## src/verilog/mshr_settings.svh

```systemverilog
`ifndef MSHR_SETTINGS_SVH
`define MSHR_SETTINGS_SVH

// ====================
// mshr sizing
// ====================

// number of miss entries
`define MSHR_ENTRY_NUM 8

// request address width
`define MSHR_ADDR_WIDTH 32

// byte offset bits inside one cache line
`define MSHR_LINE_OFFSET 6

`endif

```

## src/verilog/mshr_pkg.sv

```systemverilog
`include "mshr_settings.svh"

package mshr_pkg;

    typedef logic [$clog2(`MSHR_ENTRY_NUM)-1:0] mshr_idx_t;
    typedef logic [`MSHR_ENTRY_NUM-1:0] mshr_vec_t; // one bit per entry
    typedef logic [`MSHR_ADDR_WIDTH-`MSHR_LINE_OFFSET-1:0] line_addr_t;

    typedef enum logic [1:0] {
        ST_IDLE,
        ST_ALLOC,      // reserved, waiting for the line address
        ST_REQ,        // miss request pending downstream
        ST_WAIT_FILL
    } mshr_state_t;

    // update from the tag pipe
    typedef struct packed {
        mshr_idx_t  alloc_idx;
        line_addr_t line_addr;
    } mshr_update_t;

    // miss request to downstream
    typedef struct packed {
        line_addr_t line_addr;
        mshr_idx_t  idx;
    } ds_txreq_t;

    typedef ds_txreq_t ds_txreq_arr_t [`MSHR_ENTRY_NUM];

endpackage

```

## src/verilog/mshr_alloc.sv

```systemverilog
`timescale 1ns/1ps

module mshr_alloc
    import mshr_pkg::*;
(
    input  logic      clk,
    input  logic      reset,
    input  mshr_vec_t free,
    input  logic      alloc_rdy,
    output logic      alloc_vld,
    output mshr_idx_t alloc_idx,
    output logic      alloc_fire
);

    localparam int ENTRY_NUM = $bits(mshr_vec_t);

    mshr_idx_t lowest_idx;

    // lowest set bit of free wins
    always_comb begin
        lowest_idx = '0;
        for (int i = ENTRY_NUM - 1; i >= 0; i--) begin
            if (free[i]) begin
                lowest_idx = mshr_idx_t'(i);
            end
        end
    end

    assign alloc_fire = alloc_vld && alloc_rdy;

    // ====================
    // offer register
    // ====================
    always_ff @(posedge clk) begin
        if (reset) begin
            alloc_vld <= 1'b0;
            alloc_idx <= '0;
        end else if (alloc_fire) begin
            alloc_vld <= 1'b0;       // one bubble so free catches up
        end else if (!alloc_vld) begin
            alloc_vld <= |free;
            alloc_idx <= lowest_idx;
        end
    end

    // offered entry must still be idle while it is offered
    a_offer_free: assert property (
        @(posedge clk) disable iff (reset)
        alloc_vld |-> free[alloc_idx]
    );

endmodule

```

## config.mk

```make
export PLATFORM = sky130hd
export DESIGN_NAME = mshr_alloc
export DESIGN_NICKNAME = d
export VERILOG_FILES = /design/src/verilog/mshr_pkg.sv /design/src/verilog/mshr_alloc.sv
export VERILOG_INCLUDE_DIRS = /design/src /design/src/verilog
export SDC_FILE = /design/constraint.sdc
export NUM_CORES = 1
export LEC_CHECK = 0
export BUFFER_PORTS_ARGS = -buffer_cell sky130_fd_sc_hd__buf_2
export CAP_MARGIN = 0
export CORE_AREA = 2 2 39 41
export CTS_CLUSTER_DIAMETER = 120
export CTS_CLUSTER_SIZE = 25
export DETAILED_ROUTE_END_ITERATION = 10
export DIE_AREA = 0 0 41 43
export GPL_ROUTABILITY_DRIVEN = 1
export PLACE_DENSITY = 0.49
export SYNTH_ARGS = -nofsm -noshare
export SYNTH_HDL_FRONTEND = slang
export SYNTH_SLANG_ARGS = --single-unit
```

## constraint.sdc

```tcl
create_clock -name clk -period 3.57 [get_ports clk]
set_clock_uncertainty 0.15 [all_clocks]
set_input_delay 0.5355 -clock clk [delete_from_list [all_inputs] [get_ports clk]]
set_output_delay 0.5355 -clock clk [all_outputs]
set_load 0.01 [all_outputs]
```

## Yosys cells after proc, flatten, opt, wreduce, memory -nomap -nowiden

Cells that the tools add are included.

| operators by class | value |
|---|---|
| reductions and logical operators | 4 |
| bitwise gates (word level) | 2 |
| muxes and demuxes | 9 |

Operator list:

| kind | number |
|---|---|
| 3-bit 2-to-1 mux | 8 |
| 8-bit OR reduction | 1 |
| 1-bit inverter | 2 |
| 2-bit AND reduction | 1 |
| 2-bit OR reduction | 1 |
| 1-bit logical AND | 1 |
| 1-bit 2-to-1 mux | 1 |

| word-level totals | value |
|---|---|
| word-level logic and storage cells | 17 |
| bits in registers | 4 |
| bits of input ports | 11 |
| output and inout bits | 5 |

## Logic depth before layout (Yosys ltp)

| logic depth | value |
|---|---|
| depth after elaboration | 8 |
| depth in mapped cells | 3 |

## Least setup slack after synthesis

OpenSTA, ideal clock, no wires.

| timing path | value |
|---|---|
| path type | input to output |
| start point | input port alloc_rdy |
| end point | output port alloc_fire |
| required time | 2884 ps |
| cell stages on the path | 1 |
| data arrival time | 710 ps |
| path slack | 2174 ps |
| buffers on the path | 0 |
| cells stage by stage | and2_2 |

| between the ends | value |
|---|---|
| longest elaborated chain between the ends | 1 |

RTL lines:

| what | line | source |
|---|---|---|
| start, declared | mshr_alloc.sv:9 | `input logic alloc_rdy,` |
| 1-bit logical AND | mshr_alloc.sv:29 | `assign alloc_fire = alloc_vld && alloc_rdy;` |
| end, declared | mshr_alloc.sv:12 | `output logic alloc_fire` |

Every way passes these cells.

## Worst setup path after layout

| timing path | value |
|---|---|
| start point | register alloc_vld |
| end point | output port alloc_fire |

| between the ends | value |
|---|---|
| longest elaborated chain between the ends | 1 |

RTL lines:

| what | line | source |
|---|---|---|
| start, declared | mshr_alloc.sv:10 | `output logic alloc_vld,` |
| start signal, assigned | mshr_alloc.sv:41 | `alloc_vld <= \|free;` |
| 1-bit logical AND | mshr_alloc.sv:29 |  |

Every way passes these cells.

==> results_dict.tcl <==
set metrics [dict create \
    avgViaCountPerCell 4.33 \
    share_of_final_layout_standard_cells_stronger_than_drive_strength_1_pct 45.2 \
    clkTransAtPathRegs_ps 40 \
    num_rows 14 \
    startpoint_of_the_lowest_slack_register_to_register_path "alloc_vld" \
    post_cts_setup_repair_bufs 0 \
    cts_hold_buffers 0 \
    final.period_utilization_pct 48.0 \
    drtIter0Drc 10 \
    post_dp_cell_area_um2 294 \
    core-area_um2 1380 \
    critPathKind "reg2out" \
    clock-sinks 4 \
    setup-violations-final 0 \
    grt_remaining_overflow 0 \
    final-max-slew-violation-count 0 \
    min_to "alloc_idx[2]" \
    synth.net_count 35 \
    antenna_violations_before_repair 0 \
    dp_hpwl_um 433 \
    cts.root.buffer_cell "clkbuf_4" \
    global_route.usage.total_pct 7.92 \
    synth.avg_cell_area_um2 8.29 \
    timing.fmax_ghz 0.584 \
    reg2reg_setup_slack_ps 2320 \
    total_power_uw 126 \
    dp_cells 55 \
    setup_slack_ps 1860 \
    synth_area_um2 199 \
    finalHoldViolations 0 \
    io_pins 16 \
    most-common-layout-cells "buf_2, dfxtp_1, nor2_1, clkbuf_4" \
    required_ps 2880 \
    hold-worst-slack_ps 308 \
    floorplan.die.height_um 43 \
    ys_seq_elements 4 \
    cts_repair_resize_count 0 \
    setup_total_negative_slack_ps 0 \
    initial_core_util_pct 14.4 \
    fin_area_um2 317 \
    post-route-util_pct 22.9 \
    grt_start_max_net_pins 10 \
    syn2layout_area_growth_pct 59.1 \
    slew-limit-headroom_pct 75.3 \
    fin_nets 55 \
    yosysWarnings 0 \
    detail-route-antenna-nets 0 \
    post_layout_nonfiller_instances 58 \
    reg2reg_to "alloc_vld" \
    endpoint_kind "primary output" \
    maxCapViolations 0 \
    critPathMaxFanout 9 \
    cts-buffers-inserted 3 \
    tritoncts "done" \
    hold_depth 2 \
    run_status "finished, final reports clean" \
    die_x_um 41 \
    routed-via-count 251 \
    rsz_0062_raised_after_global_routing "false" \
    gp_congestion 0.754 \
    floorplan.die_area_um2 1760 \
    first_global_vias 214 \
    holdCritPathClass "reg2reg" \
    post_synth_inst_count 24 \
    critical_path.startpoint_type "flop" \
    cts_max_level 1 \
    worst_hold_launch "alloc_idx[2]" \
    reg2regPathDepth 3 \
    wl_per_cell_um 9.33 \
    detailedPlace.worstSlack_ps 1960 \
    io_buffers 15 \
    drt-pass1-iter-count 4 \
    cp_data_arrival_time_ps 1030 \
    cts-root-to-sink-buffers 2 \
    wire_length_of_the_first_global_routing_pass_um 848 \
    worst_skew_pair.late_latency_ps 230 \
    minimum_clock_period_after_layout_ps 1710 \
    static-leakage-power_nw 0.141 \
    routed_wl_um 541 \
    vdd_ir_drop_max_mv 0.106 \
    seq_area_frac_synth_pct 40.3 \
    mostFrequentLayoutCell "buf_2" \
    power-per-cell-area_nw_per_um2 398 \
    worst_slew_pin_slew_ps 367 \
    antennaDiodeCount 0 \
    synth_cell_types 15 \
    detail_route.drc_violations 0 \
]
-- critical path, cell delays in order (launching register included) --
cell	delay, ps
dfxtp_1	470
and2_2	200
buf_2	130
-- state kept, by name (all words and copies together) (netlist names) --
register,flops
alloc_idx,3
alloc_vld,1
-- area by class of cell --
type / instances / area [um2]
Multi-Input combinational cell: 19 / 115
Inverter: 1 / 3.75
Clock buffer: 3 / 22.5
Timing Repair Buffer: 15 / 75.1
Tap cell: 16 / 20.0
Fill cell: 156 / 1070
Sequential cell: 4 / 80.1
-- metal layers --
layer / vias to the layer above / global-route usage, % / share of wire, % / routed length (um)
met5: - / 0 / 0 / 0
met3: 2 / 1.57 / 6.5 / 35
met4: 0 / 12.0 / 3.1 / 17
met1: 107 / 8.97 / 44 / 239
met2: 11 / 9.38 / 46 / 248
li1: 131 / - / - / -
-- report_power, final --
part	switching [mW]	total, mW	leakage [nW]	internal, mW
Clock	0.0191	0.0568	0.0138	0.0376
Combinational	0.00985	0.0198	0.0938	0.00991
Sequential	0.00235	0.0496	0.0329	0.0473
Total	0.0313	0.126	0.141	0.0948
-- cell usage after synthesis --
library cell	number	area share (%)
inv_1	1	1.9
nor3_1	2	5.0
nand2_1	1	1.9
nor4_1	1	3.1
nor2_1	3	5.7
a211oi_1	2	7.5
and2_2	1	3.8
o21ai_0	1	2.5
o22ai_1	1	3.1
a21oi_1	2	5.0
o2bb2ai_1	1	4.4
or4_1	1	3.8
nor3b_1	2	7.5
a221oi_1	1	4.4
dfxtp_1	4	40
-- worst max path at each step --
stage               startpoint         end  slack [ps]  cells past startpoint
floorplan            alloc_rdy  alloc_fire        2170                      1
global placement     alloc_rdy  alloc_fire        1960                      3
finish               alloc_vld  alloc_fire        1860                      2
CTS                  alloc_vld  alloc_fire        1850                      2
detailed placement   alloc_rdy  alloc_fire        1960                      3
global route         alloc_vld  alloc_fire        1800                      2
-- logic make-up (layout without fill, tap and decap cells) --
logic type             count (synthesis)  in the layout  share of synthesized area, %
buffers and inverters                  1             19                          1.88
AOI/OAI and AO/OA                      8              8                          27.0
DFF                                    4              4                          40.3
and+or+nand+nor                       11             11                          30.8
Power figures use the tool's default switching activity.
