--- src/verilog/mshr_settings.svh ---
`ifndef MSHR_SETTINGS_SVH
`define MSHR_SETTINGS_SVH

// ====================
// mshr sizing
// ====================

// number of miss entries
`define MSHR_ENTRY_NUM 8

// request address width
`define MSHR_ADDR_WIDTH 32

// byte offset bits inside one cache line
`define MSHR_LINE_OFFSET 6

`endif

--- src/verilog/mshr_pkg.sv ---
`include "mshr_settings.svh"

package mshr_pkg;

    typedef logic [$clog2(`MSHR_ENTRY_NUM)-1:0] mshr_idx_t;
    typedef logic [`MSHR_ENTRY_NUM-1:0] mshr_vec_t; // one bit per entry
    typedef logic [`MSHR_ADDR_WIDTH-`MSHR_LINE_OFFSET-1:0] line_addr_t;

    typedef enum logic [1:0] {
        ST_IDLE,
        ST_ALLOC,      // reserved, waiting for the line address
        ST_REQ,        // miss request pending downstream
        ST_WAIT_FILL
    } mshr_state_t;

    // update from the tag pipe
    typedef struct packed {
        mshr_idx_t  alloc_idx;
        line_addr_t line_addr;
    } mshr_update_t;

    // miss request to downstream
    typedef struct packed {
        line_addr_t line_addr;
        mshr_idx_t  idx;
    } ds_txreq_t;

    typedef ds_txreq_t ds_txreq_arr_t [`MSHR_ENTRY_NUM];

endpackage

--- src/verilog/mshr_entry.sv ---
`timescale 1ns/1ps

module mshr_entry
    import mshr_pkg::*;
#(
    parameter int ENTRY_ID = 0
)
(
    input  logic         clk,
    input  logic         reset,
    input  logic         alloc_fire,
    input  mshr_idx_t    alloc_idx,
    input  logic         update_en,
    input  mshr_update_t update_pld,
    input  logic         grant,
    input  logic         linefill_done,
    input  mshr_idx_t    linefill_done_idx,
    input  line_addr_t   lookup_addr,
    output logic         free,
    output logic         req,
    output ds_txreq_t    req_pld,
    output logic         match
);

    localparam mshr_idx_t SELF_IDX = mshr_idx_t'(ENTRY_ID);

    mshr_state_t state;
    mshr_state_t state_nxt;
    line_addr_t  line_addr;

    logic alloc_hit;
    logic update_hit;
    logic fill_hit;

    // own index decode
    assign alloc_hit  = alloc_fire && (alloc_idx == SELF_IDX);
    assign update_hit = update_en && (update_pld.alloc_idx == SELF_IDX);
    assign fill_hit   = linefill_done && (linefill_done_idx == SELF_IDX);

    // ====================
    // entry fsm
    // ====================
    always_comb begin
        state_nxt = state;
        case (state)
            ST_IDLE: begin
                if (alloc_hit) state_nxt = ST_ALLOC;
            end
            ST_ALLOC: begin
                if (update_hit) state_nxt = ST_REQ;
            end
            ST_REQ: begin
                if (grant) state_nxt = ST_WAIT_FILL; // accepted downstream
            end
            ST_WAIT_FILL: begin
                if (fill_hit) state_nxt = ST_IDLE;
            end
            default: begin
                state_nxt = ST_IDLE;
            end
        endcase
    end

    always_ff @(posedge clk) begin
        if (reset) begin
            state <= ST_IDLE;
        end else begin
            state <= state_nxt;
        end
    end

    always_ff @(posedge clk) begin
        if (update_hit) begin
            line_addr <= update_pld.line_addr;
        end
    end

    assign free = (state == ST_IDLE);
    assign req  = (state == ST_REQ);

    assign req_pld.line_addr = line_addr;
    assign req_pld.idx       = SELF_IDX;

    // hazard check, only live misses count
    assign match = ((state == ST_REQ) || (state == ST_WAIT_FILL)) && (line_addr == lookup_addr);

    a_update_in_alloc: assert property (
        @(posedge clk) disable iff (reset)
        update_hit |-> state == ST_ALLOC
    );

    a_fill_in_wait: assert property (
        @(posedge clk) disable iff (reset)
        fill_hit |-> state == ST_WAIT_FILL
    );

endmodule

--- config.mk ---
export PLATFORM = sky130hd
export DESIGN_NAME = mshr_entry
export DESIGN_NICKNAME = d
export VERILOG_FILES = /design/src/verilog/mshr_pkg.sv /design/src/verilog/mshr_entry.sv
export VERILOG_INCLUDE_DIRS = /design/src /design/src/verilog
export SDC_FILE = /design/constraint.sdc
export NUM_CORES = 1
export LEC_CHECK = 0
export BUFFER_PORTS_ARGS = -buffer_cell sky130_fd_sc_hd__buf_2
export CORE_ASPECT_RATIO = 1.5
export CORE_MARGIN = 3
export CORE_UTILIZATION = 40
export DETAILED_ROUTE_END_ITERATION = 16
export PLACE_DENSITY = 0.81
export SYNTH_ARGS = -nofsm -noshare
export SYNTH_HDL_FRONTEND = slang
export SYNTH_SLANG_ARGS = --single-unit
--- constraint.sdc ---
create_clock -name clk -period 8.5 [get_ports clk]
set_input_delay 2.55 -clock clk [delete_from_list [all_inputs] [get_ports clk]]
set_output_delay 2.55 -clock clk [all_outputs]
set_load 0.02 [all_outputs]
Yosys cells after proc, flatten, opt, wreduce, memory -nomap -nowiden
Index checks and enable logic that the tools add are counted.
Cells by class
  equal/unequal tests: 8
  multiplexer cells: 5
  reductions and logical operators: 10
Operators by type and width (count)
  $eq A26 B26 Y1: 1
  $logic_not A3 Y1: 3
  $mux W2: 4
  $pmux W2 S4: 1
  $ne A2 B2 Y1 const B: 3
  $eq A2 B2 Y1 const B: 2
  $logic_and A1 B1 Y1: 4
  $reduce_and A4 Y1: 1
  $eq A2 B1 Y1 const B: 1
  $logic_not A2 Y1: 1
  $ne A2 B1 Y1 const B: 1
  $logic_or A1 B1 Y1: 1
Storage, ports and cells
  register bits after elaboration: 28
  input port bits: 67
  output and inout bits: 32
  word-level logic and storage cells: 25

Depth between registers and ports, before layout
  depth after elaboration: 4
  gate-level depth with buffers: 6
  gate-level depth less buffers: 6

Worst setup path after synthesis
No wires, ideal clock.
  path kind: input -> register
  from: in update_pld[28] (netlist bit)
  to: reg state[0]
  library setup time: 0.070 ns
  data arrival time: 6.529 ns
  data required time: 8.430 ns
  setup slack: 1.901 ns
  stages: 4
  path buffers: 0
  path through: nor4b_1 -> o22ai_1 -> or3_1 -> a21oi_1
On the way
  longest elaborated chain between the ends: 4
Ends and longest elaborated chain
  start: declaration: RTL line mshr_entry.sv:14  | input mshr_update_t update_pld,
  $logic_not A3 Y1: RTL line mshr_entry.sv:37  | assign update_hit = update_en && (update_pld.alloc_idx == SELF_IDX);
  $logic_and A1 B1 Y1: RTL line mshr_entry.sv:37
  $ne A2 B2 Y1 (no line)
  $reduce_and A4 Y1 (no line)
  end signal: assignment: RTL line mshr_entry.sv:68  | state <= state_nxt;
  end: declaration: RTL line mshr_entry.sv:27  | mshr_state_t state;
Every way passes these cells.
A chain may end at the register's enable or synchronous reset.

Worst setup path after layout
  from: in lookup_addr[25]
  to: out match
On the way
  longest elaborated chain between the ends: 2
Ends and longest elaborated chain
  start: declaration: RTL line mshr_entry.sv:18  | input line_addr_t lookup_addr,
  $eq A26 B26 Y1: RTL line mshr_entry.sv:85  | assign match = ((state == ST_REQ) || (state == ST_WAIT_FILL)) && (line_addr == lookup_addr);
  $logic_and A1 B1 Y1: RTL line mshr_entry.sv:85
  end: declaration: RTL line mshr_entry.sv:22  | output logic match
Every way passes these cells.

==> summary.md <==
| Metric | Value |
|---|---|
| Status | `complete, no violations` |
| Synth area leaders | `edfxtp_1 (61%), xor2_1 (11%), xnor2_1 (6.8%)` |
| Drt drc | `0` |
| HP Start | `state[0]` |
| # IOs | `99` |
| Flops & latches, synth | `28` |
| Register area share after synthesis | `0.6400` |
| Cells after DPL | `222` |
| Vias in the first global route | `1112` |
| DR WL/cell | `14.25 um` |
| Crit path required time | `5950 ps` |
| # diodes | `0` |
| Max-cap violations | `0` |
| Post-DP HPWL | `2829 um` |
| Core area | `3003 um^2` |
| First-pass GRT wire length | `4850 um` |
| Final #Nets | `259` |
| Yosys warns | `0` |
| Clk_lat worst skew | `260 ps` |
| Share of layout cells above drive strength 1 | `0.5348` |
| Crit path launch type | `input port` |
| Final WS setup | `2074 ps` |
| Period Utilization, post-route | `0.7560` |
| Inserted Clock Buffers | `3` |
| Layout Cells excl Fill | `226` |
| Area Growth Syn to Fin | `44.29%` |
| Antenna-violating nets left | `0` |
| Post-CTS sizing | `0` |
| Hold Fails Final Rpt | `0` |
| DIE AREA | `3936 um^2` |
| Mean Syn Cell Area | `14.57 um^2` |
| Kind of critical path | `in2out` |
| Met3 Usage GRT | `0.03131` |
| Area share of the largest cell type after synthesis | `0.6088` |
| CP Max Fanout | `1` |
| Yosys cell types | `21` |
| Pre-CTS setup slack | `1978 ps` |
| Layout fillers | `264` |
| Die Width | `52.23 um` |
| Post-layout min period | `6426 ps` |
| Worst Path Arrival | `3880 ps` |
| GR peak layer | `met2` |
| Reg2reg setup slack | `6950 ps` |
| I/O Buffers | `95` |
| Worst ir drop on vdd | `0.1214 mV` |
| WHS | `559.5 ps` |
| Post-Route WL | `3220 um` |
| Chip height | `75.35 um` |
| Final Total Pwr | `0.2921 mW` |
| Clock Tree Root | `clkbuf_8` |
| Max Buffers Root-to-Sink | `2` |
| Worst reg2reg startpoint | `state[0]` |
| Core Rows | `24` |
| Clock sinks | `28` |
| Synth Instances | `88` |
| Met2 Track Usage GR | `0.3664` |
| Final Skew | `0.7271 ps` |
| Largest net degree at the start of global routing | `28` |
| Clock transition at the registers of the reported paths | `80 ps` |
| Initial DRC count | `12` |
| Leakage power | `0.8184 nW` |
| Setup TNS | `0 ps` |
| GRT Util Overall | `0.1720` |
| RSZ-0062 raised after global routing | `no` |
| Hold WC Path Type | `reg2reg` |
| Mapped Area | `1282 um^2` |
| DRT Pass-1 Iters | `3` |
| Postcts setup bufs | `0` |
| Via density per instance | `4.558` |
| CTS Hold Bufs | `0` |
| Fmax | `0.1556 GHz` |
| Final setup fails | `0` |
| H-tree levels | `1` |
| Initial antenna violation count | `0` |
| TritonCTS clock tree | `built` |
| Power Density | `157.9 nW/um^2` |
| Total congestion overflow | `0` |
| Critical Path End Type | `primary output` |
| Final GP Congestion | `0.7431` |
| Fin. max-slew vios | `0` |
| Via count | `1030` |
| M1 GR Usage | `0.1525` |
| Initial core utilization | `0.4271` |
| Critical Path Start | `lookup_addr[25]` |
| Yosys top cell by area | `edfxtp_1` |
[report_power, final]
group | internal, mW | switching (mW)
registers | 0.157 | 0.00478
logic | 0.0287 | 0.0335
clock network | 0.0323 | 0.0357
[metrics by stage]
step	util	cell area, um^2
5_1_grt	0.6163	1851
3_5_place_dp	0.6013	1805
2_1_floorplan	-	1290
4_1_cts	0.6163	1851
6_report	0.6163	1851
3_3_place_gp	0.6013	1805
[worst paths after layout]
path | to | cells after the start
setup / recovery | match | 6
hold / removal | state[0] | 2
setup reg to reg | state[0] | 5
hold reg to reg | state[0] | 2
[registers in the layout (all words and copies together), names as in the netlist]
| signal | flops |
|---|---|
| line_addr | 26 |
| state | 2 |
[critical path, stage by stage]
cell,delay (ps)
buf_2,100
xor2_1,150
nor4_1,360
nand4_1,200
nor4_1,310
buf_2,210
[placed cells by master (no fill, tap or decap), types with 2 or more instances in the layout]
master / instances
buf_2: 95
inv_1: 5
xnor2_1: 10
xor2_1: 16
clkbuf_8: 3
nor4_1: 5
edfxtp_1: 26
nor2_1: 2
ha_1: 4
o21ai_0: 2
or4b_1: 2
nand4_1: 2
conb_1: 3
dfxtp_1: 2
[synth_stat cells (all sizes together)]
cell / number
or3: 1
xor2: 16
nor2: 2
o2111ai: 1
nand4: 2
o41ai: 1
dfxtp: 2
or4b: 2
nor4b: 1
nor4: 5
a21oi: 1
conb: 1
ha: 4
o21ai: 2
a22o: 1
inv: 5
nand3: 1
o22ai: 1
xnor2: 10
buf: 3
edfxtp: 26
[routing by layer]
layer  up-vias  wire [um]
li1        513          -
met1       481        896
met2        34       2137
met3         2        163
met4         0         22
met5         -          0
[logic make-up (layout without fill, tap and decap cells)]
logic type / Yosys count / in the layout / share of synthesized area
fa+ha+maj: 4 / 4 / 0.03903
flops: 28 / 28 / 0.6400
compound gates: 7 / 7 / 0.03708
xor+xnor: 26 / 26 / 0.1776
other cells: 1 / 3 / 0.002924
simple gates: 14 / 14 / 0.07122
buf+inv: 8 / 105 / 0.03220
[final cells by class]
type	instances	area, um^2	area share
sequential	28	820.8	0.4435
timing repair buffer	96	483.0	0.2610
multi-input combinational	54	434.2	0.2346
tap	39	48.80	0.02637
clock buffer	3	41.29	0.02231
inverter	5	18.77	0.01014
clock inverter	1	3.754	0.002028
Note: power is estimated with default switching activity, not from simulation.
